### config.mk
export PLATFORM = sky130hd
export DESIGN_NAME = hedgehog_display
export DESIGN_NICKNAME = d
export VERILOG_FILES = /design/src/rtl/sprite_pkg.sv /design/src/rtl/raster_if.sv /design/src/rtl/display_timings.sv /design/src/rtl/sprite_rom.sv /design/src/rtl/sprite_animator.sv /design/src/rtl/sprite_engine.sv /design/src/rtl/pixel_compositor.sv /design/src/rtl/hedgehog_display.sv
export VERILOG_INCLUDE_DIRS = /design/src /design/src/rtl
export SDC_FILE = /design/constraint.sdc
export NUM_CORES = 1
export LEC_CHECK = 0
export BUFFER_PORTS_ARGS = -buffer_cell sky130_fd_sc_hd__buf_2
export CORE_ASPECT_RATIO = 1.5
export CORE_MARGIN = 4
export CORE_UTILIZATION = 50
export DETAILED_ROUTE_END_ITERATION = 8
export PLACE_DENSITY = 0.66
export SYNTH_ARGS = -nofsm -noshare
export SYNTH_HDL_FRONTEND = slang
export SYNTH_SLANG_ARGS = --single-unit
### constraint.sdc
create_clock -name clk_pix -period 5.9 [get_ports clk_pix]
set_input_delay 0.885 -clock clk_pix [delete_from_list [all_inputs] [get_ports clk_pix]]
set_output_delay 0.885 -clock clk_pix [all_outputs]
set_load 0.02 [all_outputs]
### src/rtl/sprite_defs.svh
// raster, sprite and walk constants for the 160x120 test raster
// coordinates are signed 16-bit; sync pulses are active high
`ifndef SPRITE_DEFS_SVH
`define SPRITE_DEFS_SVH

// horizontal timing in pixels
`define H_ACTIVE        16'sd160
`define H_TOTAL         16'sd200
`define HS_START        16'sd168
`define HS_END          16'sd184

// vertical timing in lines
`define V_ACTIVE        16'sd120
`define V_TOTAL         16'sd130
`define VS_START        16'sd122
`define VS_END          16'sd124

`define SPR_W           16          // source pixels per sprite row
`define SPR_H           8           // source rows
`define SPR_FRAMES      3           // animation frames in the ROM
`define SPR_SCALE       2           // same factor in x and y
`define SPR_START_X     16'sd160
`define SPR_Y           16'sd40
`define SPR_SPEED       16'sd4      // pixels per frame
`define SPR_LEFT_LIMIT  (-16'sd40)  // wrap once at or left of this
`define SPR_TRANS       9           // transparent palette index
`define ANIM_PERIOD     4           // frames per animation step

`endif

### src/rtl/sprite_pkg.sv
// shared types and the ROM and palette fill rules
// the rules must stay in step with the model in the testbench
`default_nettype none

package sprite_pkg;

`include "sprite_defs.svh"

    typedef logic signed [15:0] coord_t;   // screen coordinate
    typedef logic [3:0]         colr_idx_t;
    typedef logic [8:0]         spr_addr_t; // 3 frames of 16x8

    typedef struct packed {
        logic [3:0] r;
        logic [3:0] g;
        logic [3:0] b;
    } rgb_t;

    typedef enum logic [2:0] {
        IDLE,       // waiting for start
        REG_POS,    // latch position, clear row counters
        ACTIVE,     // current pixel is inside the sprite
        WAIT_POS,   // waiting for the first column
        LINE,       // rest of the row, row decision at its end
        DONE
    } spr_state_t;

    // graphic entry at frame f, row y, column x
    function automatic colr_idx_t spr_rom_rule(input int f, input int y, input int x);
        if ((x + y) % 5 == 0) begin
            return colr_idx_t'(`SPR_TRANS);
        end
        return colr_idx_t'(3 * f + x + 2 * y);
    endfunction

    function automatic rgb_t palette_rule(input colr_idx_t i);
        rgb_t c;
        c.r = i;
        c.g = 4'd15 - i;
        c.b = 4'(5 * i);  // low bits only
        return c;
    endfunction

endpackage

`default_nettype wire

### src/rtl/raster_if.sv
// raster position and strobes shared by the pixel-clock blocks
// all signals change on clk_pix; line and frame are one-cycle strobes
`default_nettype none
`timescale 1ns/1ps

interface raster_if
    import sprite_pkg::*;
();

    coord_t sx;     // column, 0 at left edge
    coord_t sy;     // row, 0 at top
    logic   hsync;
    logic   vsync;
    logic   de;     // active area
    logic   line;   // sx == 0, every row
    logic   frame;  // sx == 0 and sy == 0

    modport producer (
        output sx, sy, hsync, vsync, de, line, frame
    );

    modport consumer (
        input sx, sy, hsync, vsync, de, line, frame
    );

endinterface

`default_nettype wire

### src/rtl/display_timings.sv
// raster counter for the reduced 160x120 timing
// outputs decode straight from the counters, no pipeline stage
`default_nettype none
`timescale 1ns/1ps

`include "sprite_defs.svh"

module display_timings
    import sprite_pkg::*;
(
    input  wire logic  clk_pix,
    input  wire logic  reset,
    raster_if.producer raster
);

    coord_t sx;
    coord_t sy;

    always_ff @(posedge clk_pix) begin
        if (reset) begin
            sx <= '0;
            sy <= '0;
        end else if (sx == `H_TOTAL - 1) begin
            sx <= '0;
            sy <= (sy == `V_TOTAL - 1) ? '0 : coord_t'(sy + 1);  // wrap at frame end
        end else begin
            sx <= coord_t'(sx + 1);
        end
    end

    assign raster.sx    = sx;
    assign raster.sy    = sy;
    assign raster.de    = (sx < `H_ACTIVE) && (sy < `V_ACTIVE);
    assign raster.hsync = (sx >= `HS_START) && (sx < `HS_END);  // active high
    assign raster.vsync = (sy >= `VS_START) && (sy < `VS_END);

    // strobes on the first cycle of each row and of each frame
    assign raster.line  = (sx == 0);
    assign raster.frame = (sx == 0) && (sy == 0);

endmodule

`default_nettype wire

### src/rtl/sprite_rom.sv
// sprite graphic ROM, one cycle from addr to data
// filled from spr_rom_rule; addresses past the last frame read undefined
`default_nettype none
`timescale 1ns/1ps

`include "sprite_defs.svh"

module sprite_rom
    import sprite_pkg::*;
(
    input  wire logic      clk_pix,
    input  wire spr_addr_t addr,
    output colr_idx_t      data
);

    localparam int FRAME_PIX = `SPR_W * `SPR_H;
    localparam int DEPTH     = `SPR_FRAMES * FRAME_PIX;

    colr_idx_t mem [0:DEPTH-1];

    initial begin
        for (int f = 0; f < `SPR_FRAMES; f++) begin
            for (int y = 0; y < `SPR_H; y++) begin
                for (int x = 0; x < `SPR_W; x++) begin
                    mem[f * FRAME_PIX + y * `SPR_W + x] = spr_rom_rule(f, y, x);
                end
            end
        end
    end

    always_ff @(posedge clk_pix) begin
        data <= mem[addr];
    end

endmodule

`default_nettype wire

### src/rtl/sprite_animator.sv
// walk position and animation frame, both updated on the frame strobe
// start fires one row above SPR_Y so the engine can fetch ahead of column 0
`default_nettype none
`timescale 1ns/1ps

`include "sprite_defs.svh"

module sprite_animator
    import sprite_pkg::*;
(
    input  wire logic  clk_pix,
    input  wire logic  reset,
    raster_if.consumer raster,
    output coord_t     sprx,
    output coord_t     spry,
    output spr_addr_t  base_addr,
    output logic       start
);

    localparam int ANIM_W = $clog2(`ANIM_PERIOD);

    logic [ANIM_W-1:0] anim_cnt;   // frames within one animation step
    logic [1:0]        frame_sel;  // graphic frame 0..SPR_FRAMES-1

    always_ff @(posedge clk_pix) begin
        if (reset) begin
            sprx      <= `SPR_START_X;
            anim_cnt  <= '0;
            frame_sel <= '0;
        end else if (raster.frame) begin
            // walk right to left, restart once fully past the left edge
            sprx <= (sprx <= `SPR_LEFT_LIMIT) ? `SPR_START_X : coord_t'(sprx - `SPR_SPEED);
            if (anim_cnt == ANIM_W'(`ANIM_PERIOD - 1)) begin
                anim_cnt  <= '0;
                frame_sel <= (frame_sel == 2'(`SPR_FRAMES - 1)) ? '0 : frame_sel + 1'b1;
            end else begin
                anim_cnt <= anim_cnt + 1'b1;
            end
        end
    end

    assign spry = `SPR_Y;  // fixed height for the walk

    // engine arms on the row above the sprite
    assign start = raster.line && (raster.sy == spry - 1);

    assign base_addr = spr_addr_t'(frame_sel * (`SPR_W * `SPR_H));

endmodule

`default_nettype wire

### src/rtl/sprite_engine.sv
// draws the sprite scaled by SPR_SCALE, rows starting one line after start
// ROM address leads the raster by one cycle; left-edge clipping handled,
// sprite must end before H_TOTAL
`default_nettype none
`timescale 1ns/1ps

`include "sprite_defs.svh"

module sprite_engine
    import sprite_pkg::*;
(
    input  wire logic      clk_pix,
    input  wire logic      reset,
    raster_if.consumer     raster,
    input  wire logic      start,
    input  wire coord_t    sprx,
    input  wire colr_idx_t rom_data,
    output spr_addr_t      pos,
    output colr_idx_t      pix,
    output logic           drawing,
    output logic           done
);

    localparam int SPR_PIX_W = `SPR_W * `SPR_SCALE;  // scaled width
    localparam int COLW      = $clog2(`SPR_W);
    localparam int ROWW      = $clog2(`SPR_H);
    localparam int SCW       = $clog2(`SPR_SCALE);

    spr_state_t      state, state_n;
    coord_t          spr_x;          // position latched for this sprite
    coord_t          ofs;            // scaled column that lands on sx 0
    logic [COLW-1:0] col, col_n;     // source column
    logic [SCW-1:0]  cnt_x, cnt_x_n;
    logic [ROWW-1:0] row, row_n;     // source row about to be drawn
    logic [SCW-1:0]  cnt_y, cnt_y_n;
    logic [ROWW-1:0] row_inc;
    logic [SCW-1:0]  cnt_y_inc;
    logic            last_row;

    always_comb begin
        ofs      = -spr_x;
        last_row = (row == ROWW'(`SPR_H - 1)) && (cnt_y == SCW'(`SPR_SCALE - 1));
        if (cnt_y == SCW'(`SPR_SCALE - 1)) begin
            row_inc   = row + 1'b1;
            cnt_y_inc = '0;
        end else begin
            row_inc   = row;        // repeat the source row
            cnt_y_inc = cnt_y + 1'b1;
        end

        state_n = state;
        col_n   = col;
        cnt_x_n = cnt_x;
        row_n   = row;
        cnt_y_n = cnt_y;

        case (state)
            IDLE: begin
                if (start) begin
                    state_n = REG_POS;
                end
            end
            REG_POS: begin
                state_n = LINE;
                row_n   = '0;
                cnt_y_n = '0;
            end
            LINE: begin
                // decide the next row on the last cycle of this one
                if (raster.sx == `H_TOTAL - 1) begin
                    if (spr_x > 0) begin
                        state_n = WAIT_POS;
                    end else if (ofs < SPR_PIX_W) begin
                        state_n = ACTIVE;  // partly off the left edge
                        col_n   = COLW'(ofs / `SPR_SCALE);
                        cnt_x_n = SCW'(ofs % `SPR_SCALE);
                    end else begin
                        state_n = last_row ? DONE : LINE;  // row fully hidden
                        row_n   = row_inc;
                        cnt_y_n = cnt_y_inc;
                    end
                end
            end
            WAIT_POS: begin
                if (raster.sx == spr_x - 1) begin
                    state_n = ACTIVE;
                    col_n   = '0;
                    cnt_x_n = '0;
                end
            end
            ACTIVE: begin
                if (cnt_x == SCW'(`SPR_SCALE - 1)) begin
                    cnt_x_n = '0;
                    if (col == COLW'(`SPR_W - 1)) begin
                        state_n = last_row ? DONE : LINE;
                        row_n   = row_inc;
                        cnt_y_n = cnt_y_inc;
                    end else begin
                        col_n = col + 1'b1;
                    end
                end else begin
                    cnt_x_n = cnt_x + 1'b1;
                end
            end
            DONE: begin
                state_n = IDLE;
            end
            default: begin
                state_n = IDLE;
            end
        endcase
    end

    always_ff @(posedge clk_pix) begin
        if (reset) begin
            state <= IDLE;
            col   <= '0;
            cnt_x <= '0;
            row   <= '0;
            cnt_y <= '0;
        end else begin
            state <= state_n;
            col   <= col_n;
            cnt_x <= cnt_x_n;
            row   <= row_n;
            cnt_y <= cnt_y_n;
        end
        if (state == REG_POS) begin
            spr_x <= sprx;
        end
    end

    // fetch for the next cycle, so data lines up with the raster
    assign pos = spr_addr_t'(row_n * `SPR_W + col_n);

    assign drawing = (state == ACTIVE);
    assign pix     = drawing ? rom_data : '0;
    assign done    = (state == DONE);  // one cycle after the last row

endmodule

`default_nettype wire

### src/rtl/pixel_compositor.sv
// background bands, palette lookup and transparency, one register stage
// colour is forced to zero outside de
`default_nettype none
`timescale 1ns/1ps

`include "sprite_defs.svh"

module pixel_compositor
    import sprite_pkg::*;
(
    input  wire logic      clk_pix,
    input  wire logic      reset,
    raster_if.consumer     raster,
    input  wire colr_idx_t pix,
    input  wire logic      drawing,
    output logic [3:0]     red,
    output logic [3:0]     green,
    output logic [3:0]     blue,
    output logic           hsync,
    output logic           vsync,
    output logic           de
);

    rgb_t bg;
    rgb_t pal;
    rgb_t colr;

    always_comb begin
        if (raster.sy < 20)       bg = rgb_t'(12'h239);
        else if (raster.sy < 40)  bg = rgb_t'(12'h24A);
        else if (raster.sy < 60)  bg = rgb_t'(12'h25B);
        else if (raster.sy < 80)  bg = rgb_t'(12'h26C);
        else if (raster.sy < 100) bg = rgb_t'(12'h27D);
        else                      bg = rgb_t'(12'h260);  // ground

        pal  = palette_rule(pix);
        colr = (drawing && pix != colr_idx_t'(`SPR_TRANS)) ? pal : bg;
    end

    always_ff @(posedge clk_pix) begin
        if (reset) begin
            red   <= '0;
            green <= '0;
            blue  <= '0;
            hsync <= 1'b0;
            vsync <= 1'b0;
            de    <= 1'b0;
        end else begin
            red   <= raster.de ? colr.r : 4'h0;
            green <= raster.de ? colr.g : 4'h0;
            blue  <= raster.de ? colr.b : 4'h0;
            hsync <= raster.hsync;  // keep syncs aligned with colour
            vsync <= raster.vsync;
            de    <= raster.de;
        end
    end

endmodule

`default_nettype wire

### src/rtl/hedgehog_display.sv
// walking sprite demo, pixel-clock side only
// all outputs lag the raster counter by one clk_pix cycle
`default_nettype none
`timescale 1ns/1ps

module hedgehog_display
    import sprite_pkg::*;
(
    input  wire logic  clk_pix,
    input  wire logic  reset,
    output logic [3:0] red,
    output logic [3:0] green,
    output logic [3:0] blue,
    output logic       hsync,
    output logic       vsync,
    output logic       de
);

    coord_t    sprx;
    spr_addr_t base_addr;
    spr_addr_t pos;
    colr_idx_t rom_data;
    colr_idx_t pix;
    logic      start;
    logic      drawing;

    raster_if raster ();

    display_timings u_timings (
        .clk_pix,
        .reset,
        .raster
    );

    sprite_animator u_animator (
        .clk_pix,
        .reset,
        .raster,
        .sprx,
        .spry      (),
        .base_addr,
        .start
    );

    sprite_rom u_rom (
        .clk_pix,
        .addr (base_addr + pos),  // frame base plus offset in frame
        .data (rom_data)
    );

    sprite_engine u_engine (
        .clk_pix,
        .reset,
        .raster,
        .start,
        .sprx,
        .rom_data,
        .pos,
        .pix,
        .drawing,
        .done     ()
    );

    pixel_compositor u_compositor (
        .clk_pix,
        .reset,
        .raster,
        .pix,
        .drawing,
        .red,
        .green,
        .blue,
        .hsync,
        .vsync,
        .de
    );

endmodule

`default_nettype wire

==> run_summary.xml, run 1 <==
<?xml version="1.0" encoding="UTF-8"?>
<metrics>
  <group name="synthesis">
    <metric name="synth_edf_count" unit="">14</metric>
    <metric name="asyncSetResetFlopFracSynth" unit="">0</metric>
    <metric name="synth.lib_cells_used.distinct" unit="">85</metric>
    <metric name="netlist_area_pre_place" unit="sq um">7190</metric>
    <metric name="post_synth.cell_area_avg" unit="sq um">7.48</metric>
    <metric name="synth_area_leader_cell" unit="">sky130_fd_sc_hd__dfxtp_1</metric>
    <metric name="ys_top_cells_by_area" unit="">sky130_fd_sc_hd__dfxtp_1 (23%), sky130_fd_sc_hd__nor2_1 (6.0%), sky130_fd_sc_hd__edfxtp_1 (5.8%), sky130_fd_sc_hd__nand2_1 (5.3%), sky130_fd_sc_hd__a21oi_1 (4.2%)</metric>
    <metric name="synth_most_common_cell" unit="">sky130_fd_sc_hd__nor2_1</metric>
    <metric name="synth_sequential_area_ratio" unit="">0.284</metric>
    <metric name="synth_top_area_frac" unit="">0.226</metric>
    <metric name="ys_warn_count" unit="">0</metric>
    <metric name="synthTopCellsByCount" unit="">sky130_fd_sc_hd__nor2_1 (114), sky130_fd_sc_hd__nand2_1 (102), sky130_fd_sc_hd__dfxtp_1 (81)</metric>
    <metric name="synthesis.instances" unit="">961</metric>
    <metric name="synth_seq_cells" unit="">95</metric>
    <metric name="dominantRegCellSynth" unit="">sky130_fd_sc_hd__dfxtp_1</metric>
    <metric name="synth_nets" unit="">984</metric>
  </group>
  <group name="worst_setup_path">
    <metric name="crit_required" unit="ns">6.10</metric>
    <metric name="critPathMaxFanout" unit="">23</metric>
    <metric name="crit_type" unit="">flop to flop</metric>
    <metric name="regToRegSetupSlack" unit="ns">0.63</metric>
    <metric name="cp.arrival" unit="ns">5.47</metric>
    <metric name="setup.worst_path.start_class" unit="">flop</metric>
    <metric name="worst_setup_path_end_kind" unit="">flop</metric>
  </group>
  <group name="routing">
    <metric name="postRouteAntennaNets" unit="">0</metric>
    <metric name="vias" unit="">7289</metric>
    <metric name="drcViolationCount" unit="">0</metric>
    <metric name="wl_cell" unit="microns">18.9</metric>
    <metric name="drt_first_iter_violations" unit="">474</metric>
    <metric name="vias_per_cell" unit="">6.45</metric>
    <metric name="drt-total-wl" unit="mm">21.3</metric>
    <metric name="drt_pre_antenna_iters" unit="">6</metric>
  </group>
  <group name="clock_tree">
    <metric name="cts-buffers-inserted" unit="">9</metric>
    <metric name="post-cts-setup-buffers" unit="">0</metric>
    <metric name="tritoncts_clock_tree" unit="">built</metric>
    <metric name="cts_root_buffer" unit="">sky130_fd_sc_hd__clkbuf_16</metric>
    <metric name="cts_hold_buf" unit="">0</metric>
    <metric name="cts.sink_count" unit="">95</metric>
    <metric name="post_cts_resize_count" unit="">0</metric>
    <metric name="clock_insertion_delay_worst_skew" unit="ns">0.35</metric>
    <metric name="cts_max_level" unit="">3</metric>
    <metric name="cts.reportedPaths.clkPinSlew" unit="ns">0.08</metric>
    <metric name="cts.path.max_buffers" unit="">2</metric>
  </group>
  <group name="floorplan">
    <metric name="die_h" unit="microns">155</metric>
    <metric name="die_w" unit="microns">106</metric>
    <metric name="die_footprint" unit="sq um">16400</metric>
    <metric name="top_level_ports" unit="">17</metric>
    <metric name="placementRows" unit="">53</metric>
    <metric name="core-area" unit="sq um">14100</metric>
    <metric name="start_util" unit="">0.511</metric>
  </group>
  <group name="timing">
    <metric name="max_slew_margin" unit="">0.397</metric>
    <metric name="clock_period_minus_worst_slack" unit="ns">5.27</metric>
    <metric name="clock-skew-final" unit="ns">0.0107</metric>
    <metric name="finalSetupTns" unit="ns">0</metric>
    <metric name="max_slew.worst_pin.slew" unit="ns">0.905</metric>
    <metric name="timing.final.ws_setup" unit="ns">0.633</metric>
    <metric name="grt_setup_unrepaired" unit="">false</metric>
    <metric name="min_period_over_period" unit="">0.893</metric>
    <metric name="hold_viol" unit="">0</metric>
    <metric name="count_of_endpoints_failing_setup_in_the_final_report" unit="">0</metric>
    <metric name="slew_violations" unit="">0</metric>
    <metric name="clock.fmax" unit="MHz">190</metric>
  </group>
  <group name="power_and_ir_drop">
    <metric name="ir_drop" unit="V">0.000152</metric>
    <metric name="power.static_leakage" unit="nW">2.67</metric>
    <metric name="power_density" unit="nW/um^2">181</metric>
    <metric name="power" unit="W">0.00138</metric>
  </group>
  <group name="place">
    <metric name="hpwlAfterDp" unit="mm">15.2</metric>
    <metric name="place_area" unit="sq um">7330</metric>
    <metric name="dp_worst_setup_slack" unit="ns">0.855</metric>
    <metric name="gp_congestion" unit="">1.03</metric>
    <metric name="io_buffer_count" unit="">16</metric>
    <metric name="placed_cells" unit="">1114</metric>
  </group>
  <group name="global_routing">
    <metric name="grt_antenna_before_repair" unit="">0</metric>
    <metric name="grt_max_degree" unit="">28</metric>
    <metric name="number_of_global_route_vias_before_repair" unit="">6915</metric>
    <metric name="remaining_global_route_overflow" unit="">0</metric>
    <metric name="track_usage" unit="">0.258</metric>
    <metric name="global_route_wire_length_before_repair" unit="mm">34.7</metric>
  </group>
  <group name="cells_and_area">
    <metric name="layout_net_count" unit="">956</metric>
    <metric name="filler_cells_inserted" unit="">1384</metric>
    <metric name="antenna-diode-count" unit="">0</metric>
    <metric name="synthToLayoutAreaGrowth" unit="%">6.49</metric>
    <metric name="finish.instance_area" unit="sq um">7660</metric>
    <metric name="share_of_post_route_cells_with_drive_strength_above_1" unit="">0.0917</metric>
    <metric name="final_cells" unit="">1130</metric>
  </group>
  <group name="job">
    <metric name="total_of_max_cap_violations" unit="">0</metric>
  </group>
  <group name="status">
    <metric name="status" unit="">finished clean</metric>
  </group>
  <group name="min_path">
    <metric name="hold_path.class" unit="">flop to flop</metric>
  </group>
</metrics>
-- cells in the final DEF (no fill, tap or decap), types with 25 or more instances in the layout --
| cell | synthesis | layout |
|---|---|---|
| sky130_fd_sc_hd__nor2_1 | 114 | 114 |
| sky130_fd_sc_hd__nand2_1 | 102 | 102 |
| sky130_fd_sc_hd__dfxtp_1 | 81 | 81 |
| sky130_fd_sc_hd__a21oi_1 | 60 | 60 |
| sky130_fd_sc_hd__o21ai_0 | 47 | 47 |
| sky130_fd_sc_hd__nand3_1 | 39 | 39 |
| sky130_fd_sc_hd__xor2_1 | 31 | 31 |
| sky130_fd_sc_hd__nor3_1 | 30 | 30 |
| sky130_fd_sc_hd__a31oi_1 | 28 | 28 |
| sky130_fd_sc_hd__inv_1 | 25 | 25 |
-- layer usage --
metal  wire [microns]  track usage  vias to the layer above  part of all wire
met1             8500        0.300                     3375              0.40
met4             1320        0.170                        0             0.062
met5                0            0                        -                 0
li1                 -            -                     3479                 -
met3             1310       0.0432                      113             0.061
met2            10200        0.436                      322              0.48
-- where the power goes --
| group | total (W) | leakage (nW) | switching (W) | internal [W] |
|---|---|---|---|---|
| clock network | 0.000628 | 0.158 | 0.000285 | 0.000344 |
| registers | 0.000687 | 0.774 | 0.0000160 | 0.000672 |
| logic | 0.0000672 | 1.74 | 0.0000418 | 0.0000253 |
| total | 0.00138 | 2.67 | 0.000342 | 0.00104 |
-- metrics by stage --
step | hold slack, ns | utilization
after floorplan | 0.406 | -
after global placement | 0.446 | 0.521
after detailed placement | 0.458 | 0.521
after CTS | 0.466 | 0.545
after global routing | 0.503 | 0.545
final | 0.464 | 0.545
-- logic make-up after synthesis --
family,after synthesis,share of synthesized area
and+or+nand+nor,408,0.280
DFF,95,0.284
AOI/OAI and AO/OA,269,0.253
muxes,14,0.0221
adders and majority gates,21,0.0365
xor gates and xnor gates,53,0.0646
buffers and inverters,101,0.0593
-- cell type report --
class                      instances  area (sq um)  share of cell area
clock buffer                       9           225              0.0294
clock inverter                     7           100              0.0131
inverter                          27           101              0.0132
multi-input combinational        765          4720               0.617
sequential                        95          2040               0.267
tap                              192           240              0.0314
timing repair buffer              35           223              0.0291
-- state kept, by name, summed over array words and instances (netlist names) --
| name | flops |
|---|---|
| u_rom.data | 4 |
| u_animator.anim_cnt | 2 |
| u_compositor.red | 4 |
| u_engine.col | 4 |
| u_compositor.vsync | 1 |
| u_engine.spr_x | 14 |
| u_animator.frame_sel | 2 |
| u_compositor.blue | 4 |
| u_compositor.green | 4 |
| u_timings.raster.sy | 16 |
| u_engine.cnt_x | 1 |
| u_engine.row | 3 |
| u_animator.sprx | 14 |
| u_timings.raster.sx | 16 |
| u_compositor.de | 1 |
| u_engine.state | 3 |
| u_engine.cnt_y | 1 |
| u_compositor.hsync | 1 |
-- path summary, 6_finish.rpt --
kind / start / depth (start not counted) / to
hold / removal: u_animator.anim_cnt[1]$_SDFFE_PP0P_ / 2 / u_animator.anim_cnt[1]$_SDFFE_PP0P_
setup reg to reg: u_engine.spr_x[2]$_DFFE_PP_ / 14 / u_rom.data[3]$_DFF_P_
hold reg to reg: u_animator.anim_cnt[1]$_SDFFE_PP0P_ / 2 / u_animator.anim_cnt[1]$_SDFFE_PP0P_
setup / recovery: u_engine.spr_x[2]$_DFFE_PP_ / 14 / u_rom.data[3]$_DFF_P_
-- critical path, stage by stage, from the launching register on --
cell and delay (ns):
sky130_fd_sc_hd__edfxtp_1 0.52, sky130_fd_sc_hd__inv_1 0.10, sky130_fd_sc_hd__ha_1 0.40, sky130_fd_sc_hd__inv_1 0.19
sky130_fd_sc_hd__nor4_4 0.36, sky130_fd_sc_hd__mux2i_1 0.28, sky130_fd_sc_hd__and4_1 0.33, sky130_fd_sc_hd__a21oi_1 0.18
sky130_fd_sc_hd__o21ai_1 0.23, sky130_fd_sc_hd__o211a_1 0.74, sky130_fd_sc_hd__xnor2_1 0.40, sky130_fd_sc_hd__o311ai_0 0.70
sky130_fd_sc_hd__a31oi_1 0.22, sky130_fd_sc_hd__nor3b_1 0.27, sky130_fd_sc_hd__nand4_1 0.18
(Power assumes the default switching activity.)
==> run 2, diff against run 1 <==
--- a/config.mk
+++ b/config.mk
@@ -7,8 +7,6 @@
 export NUM_CORES = 1
 export LEC_CHECK = 0
 export BUFFER_PORTS_ARGS = -buffer_cell sky130_fd_sc_hd__buf_2
-export CORE_ASPECT_RATIO = 1.5
-export CORE_MARGIN = 4
 export CORE_UTILIZATION = 50
 export DETAILED_ROUTE_END_ITERATION = 8
 export PLACE_DENSITY = 0.66
==> run_summary.xml, run 2 (synthesis gave the netlist of run 1 again) <==
<?xml version="1.0" encoding="UTF-8"?>
<metrics>
  <group name="cells_and_area">
    <metric name="biggestRegsByFlops" unit="">u_timings.raster.sx x16, u_timings.raster.sy x16</metric>
    <metric name="synthToLayoutAreaGrowth" unit="%">6.16</metric>
    <metric name="highest_count_cells_in_the_layout_ignoring_fill_and_taps" unit="">sky130_fd_sc_hd__nor2_1 (114), sky130_fd_sc_hd__nand2_1 (102), sky130_fd_sc_hd__dfxtp_1 (81)</metric>
    <metric name="share_of_post_route_cells_with_drive_strength_above_1" unit="">0.0878</metric>
    <metric name="layout_net_count" unit="">952</metric>
    <metric name="antenna-diode-count" unit="">0</metric>
    <metric name="final_common_cell" unit="">sky130_fd_sc_hd__nor2_1</metric>
    <metric name="filler_cells_inserted" unit="">1332</metric>
  </group>
  <group name="timing">
    <metric name="max_slew.worst_pin.slew" unit="ns">1.01</metric>
    <metric name="count_of_endpoints_failing_setup_in_the_final_report" unit="">0</metric>
    <metric name="clock.fmax" unit="MHz">195</metric>
    <metric name="worst_hold_slack" unit="ns">0.466</metric>
    <metric name="hold_viol" unit="">0</metric>
    <metric name="min_period_over_period" unit="">0.869</metric>
    <metric name="slew_violations" unit="">0</metric>
    <metric name="clock-skew-final" unit="ns">0.0117</metric>
    <metric name="max_slew_margin" unit="">0.330</metric>
    <metric name="clock_period_minus_worst_slack" unit="ns">5.13</metric>
    <metric name="finalSetupTns" unit="ns">0</metric>
    <metric name="grt_setup_unrepaired" unit="">false</metric>
  </group>
  <group name="routing">
    <metric name="drt-total-wl" unit="mm">20.0</metric>
    <metric name="postRouteAntennaNets" unit="">0</metric>
    <metric name="drcViolationCount" unit="">0</metric>
    <metric name="vias" unit="">7178</metric>
    <metric name="drt_first_iter_violations" unit="">922</metric>
    <metric name="vias_per_cell" unit="">6.44</metric>
    <metric name="drt_pre_antenna_iters" unit="">6</metric>
    <metric name="wl_cell" unit="microns">17.9</metric>
  </group>
  <group name="floorplan">
    <metric name="die_footprint" unit="sq um">14900</metric>
    <metric name="core-area" unit="sq um">13900</metric>
    <metric name="top_level_ports" unit="">17</metric>
    <metric name="start_util" unit="">0.516</metric>
    <metric name="die_h" unit="microns">122</metric>
    <metric name="die_w" unit="microns">122</metric>
    <metric name="placementRows" unit="">43</metric>
  </group>
  <group name="global_routing">
    <metric name="grt_max_degree" unit="">38</metric>
    <metric name="global_route_wire_length_before_repair" unit="mm">32.7</metric>
    <metric name="track_usage" unit="">0.277</metric>
    <metric name="grt_antenna_before_repair" unit="">0</metric>
    <metric name="remaining_global_route_overflow" unit="">0</metric>
    <metric name="number_of_global_route_vias_before_repair" unit="">6386</metric>
  </group>
  <group name="place">
    <metric name="io_buffer_count" unit="">16</metric>
    <metric name="gp_congestion" unit="">0.978</metric>
    <metric name="hpwlAfterDp" unit="mm">13.9</metric>
  </group>
  <group name="worst_setup_path">
    <metric name="setup.worst_path.start" unit="">u_engine.spr_x[2]$_DFFE_PP_</metric>
    <metric name="cp.arrival" unit="ns">5.35</metric>
    <metric name="crit_type" unit="">flop to flop</metric>
    <metric name="rr_startpoint" unit="">u_engine.spr_x[2]$_DFFE_PP_</metric>
    <metric name="r2r_cells" unit="">17</metric>
    <metric name="worst_setup_path_end_kind" unit="">flop</metric>
    <metric name="crit_required" unit="ns">6.12</metric>
    <metric name="setup.worst_path.start_class" unit="">flop</metric>
    <metric name="critPathMaxFanout" unit="">37</metric>
  </group>
  <group name="clock_tree">
    <metric name="cts_root_buffer" unit="">sky130_fd_sc_hd__clkbuf_16</metric>
    <metric name="cts-buffers-inserted" unit="">9</metric>
    <metric name="cts_max_level" unit="">3</metric>
    <metric name="clock_insertion_delay_worst_skew" unit="ns">0.35</metric>
    <metric name="post_cts_resize_count" unit="">0</metric>
    <metric name="cts_hold_buf" unit="">0</metric>
    <metric name="post-cts-setup-buffers" unit="">0</metric>
    <metric name="cts.reportedPaths.clkPinSlew" unit="ns">0.07</metric>
    <metric name="cts.path.max_buffers" unit="">2</metric>
    <metric name="cts.sink_count" unit="">95</metric>
    <metric name="tritoncts_clock_tree" unit="">built</metric>
  </group>
  <group name="min_path">
    <metric name="hold_path.class" unit="">flop to flop</metric>
    <metric name="whs_path_depth" unit="">2</metric>
    <metric name="min-delay-start" unit="">u_animator.anim_cnt[1]$_SDFFE_PP0P_</metric>
  </group>
  <group name="power_and_ir_drop">
    <metric name="power_density" unit="nW/um^2">188</metric>
    <metric name="power.static_leakage" unit="nW">2.66</metric>
    <metric name="ir_drop" unit="V">0.000148</metric>
  </group>
  <group name="status">
    <metric name="status" unit="">finished clean</metric>
  </group>
  <group name="job">
    <metric name="total_of_max_cap_violations" unit="">0</metric>
  </group>
</metrics>
## run 2: cell count changes in the layout (fill, tap and decap cells not counted)
| cell | previous run | this run |
|---|---|---|
| sky130_fd_sc_hd__bufinv_16 | 1 | 2 |
| sky130_fd_sc_hd__clkinvlp_4 | 0 | 1 |
| sky130_fd_sc_hd__inv_6 | 3 | 2 |
| sky130_fd_sc_hd__buf_4 | 19 | 15 |
| sky130_fd_sc_hd__clkbuf_16 | 9 | 10 |
| sky130_fd_sc_hd__clkinv_8 | 2 | 0 |
## run 2: layer usage
layer  wire (microns)  track usage
met3             1780       0.0613
met2             8500        0.405
met4              715        0.124
met1             9000        0.385
met5                0            0
## run 2: path summary, 6_finish.rpt
kind                                         endpoint  slack [ns]
setup / recovery                u_rom.data[2]$_DFF_P_        0.77
hold / removal    u_animator.anim_cnt[1]$_SDFFE_PP0P_        0.47
setup reg to reg                u_rom.data[2]$_DFF_P_        0.77
hold reg to reg   u_animator.anim_cnt[1]$_SDFFE_PP0P_        0.47
## run 2: layout make-up
type	instances	area (sq um)	share of cell area
clock buffer	10	250	0.0328
clock inverter	6	96.3	0.0126
inverter	27	101	0.0133
multi-input combinational	765	4720	0.619
sequential	95	2040	0.268
tap	180	225	0.0295
timing repair buffer	31	193	0.0252
## run 2: worst max-delay path, stage by stage (launching register included)
cell	delay, ns
sky130_fd_sc_hd__edfxtp_1	0.51
sky130_fd_sc_hd__inv_1	0.10
sky130_fd_sc_hd__ha_1	0.40
sky130_fd_sc_hd__inv_1	0.18
sky130_fd_sc_hd__nor4_4	0.36
sky130_fd_sc_hd__o211ai_1	0.18
sky130_fd_sc_hd__a221oi_2	0.26
sky130_fd_sc_hd__nand4_1	0.24
sky130_fd_sc_hd__and3_4	0.29
sky130_fd_sc_hd__o41a_1	0.47
sky130_fd_sc_hd__nor2_2	0.16
sky130_fd_sc_hd__buf_4	0.37
sky130_fd_sc_hd__ha_1	0.33
sky130_fd_sc_hd__nand3_1	0.08
sky130_fd_sc_hd__a31oi_1	0.10
sky130_fd_sc_hd__a311oi_1	0.32
sky130_fd_sc_hd__a2111oi_0	0.10
sky130_fd_sc_hd__or4_1	0.54
## run 2: through the flow
| stage | std cells | instance area [sq um] | setup WS [ns] | util | power (W) |
|---|---|---|---|---|---|
| after detailed placement | 1098 | 7290 | 0.899 | 0.523 | 0.000768 |
| after CTS | 1114 | 7630 | 0.880 | 0.548 | 0.00145 |
| after global routing | 1114 | 7630 | 0.492 | 0.548 | 0.00148 |
| after global placement | 1098 | 7290 | 1.06 | 0.523 | 0.000768 |
| after floorplan | 961 | 7190 | 1.06 | - | 0.000752 |
| final | 1114 | 7630 | 0.773 | 0.548 | 0.00143 |
## run 2: power by group
group / internal, W / switching (W) / total (W)
Clock: 0.000404 / 0.000277 / 0.000681
Sequential: 0.000672 / 0.0000161 / 0.000688
Combinational: 0.0000252 / 0.0000411 / 0.0000663
Total: 0.00110 / 0.000334 / 0.00143
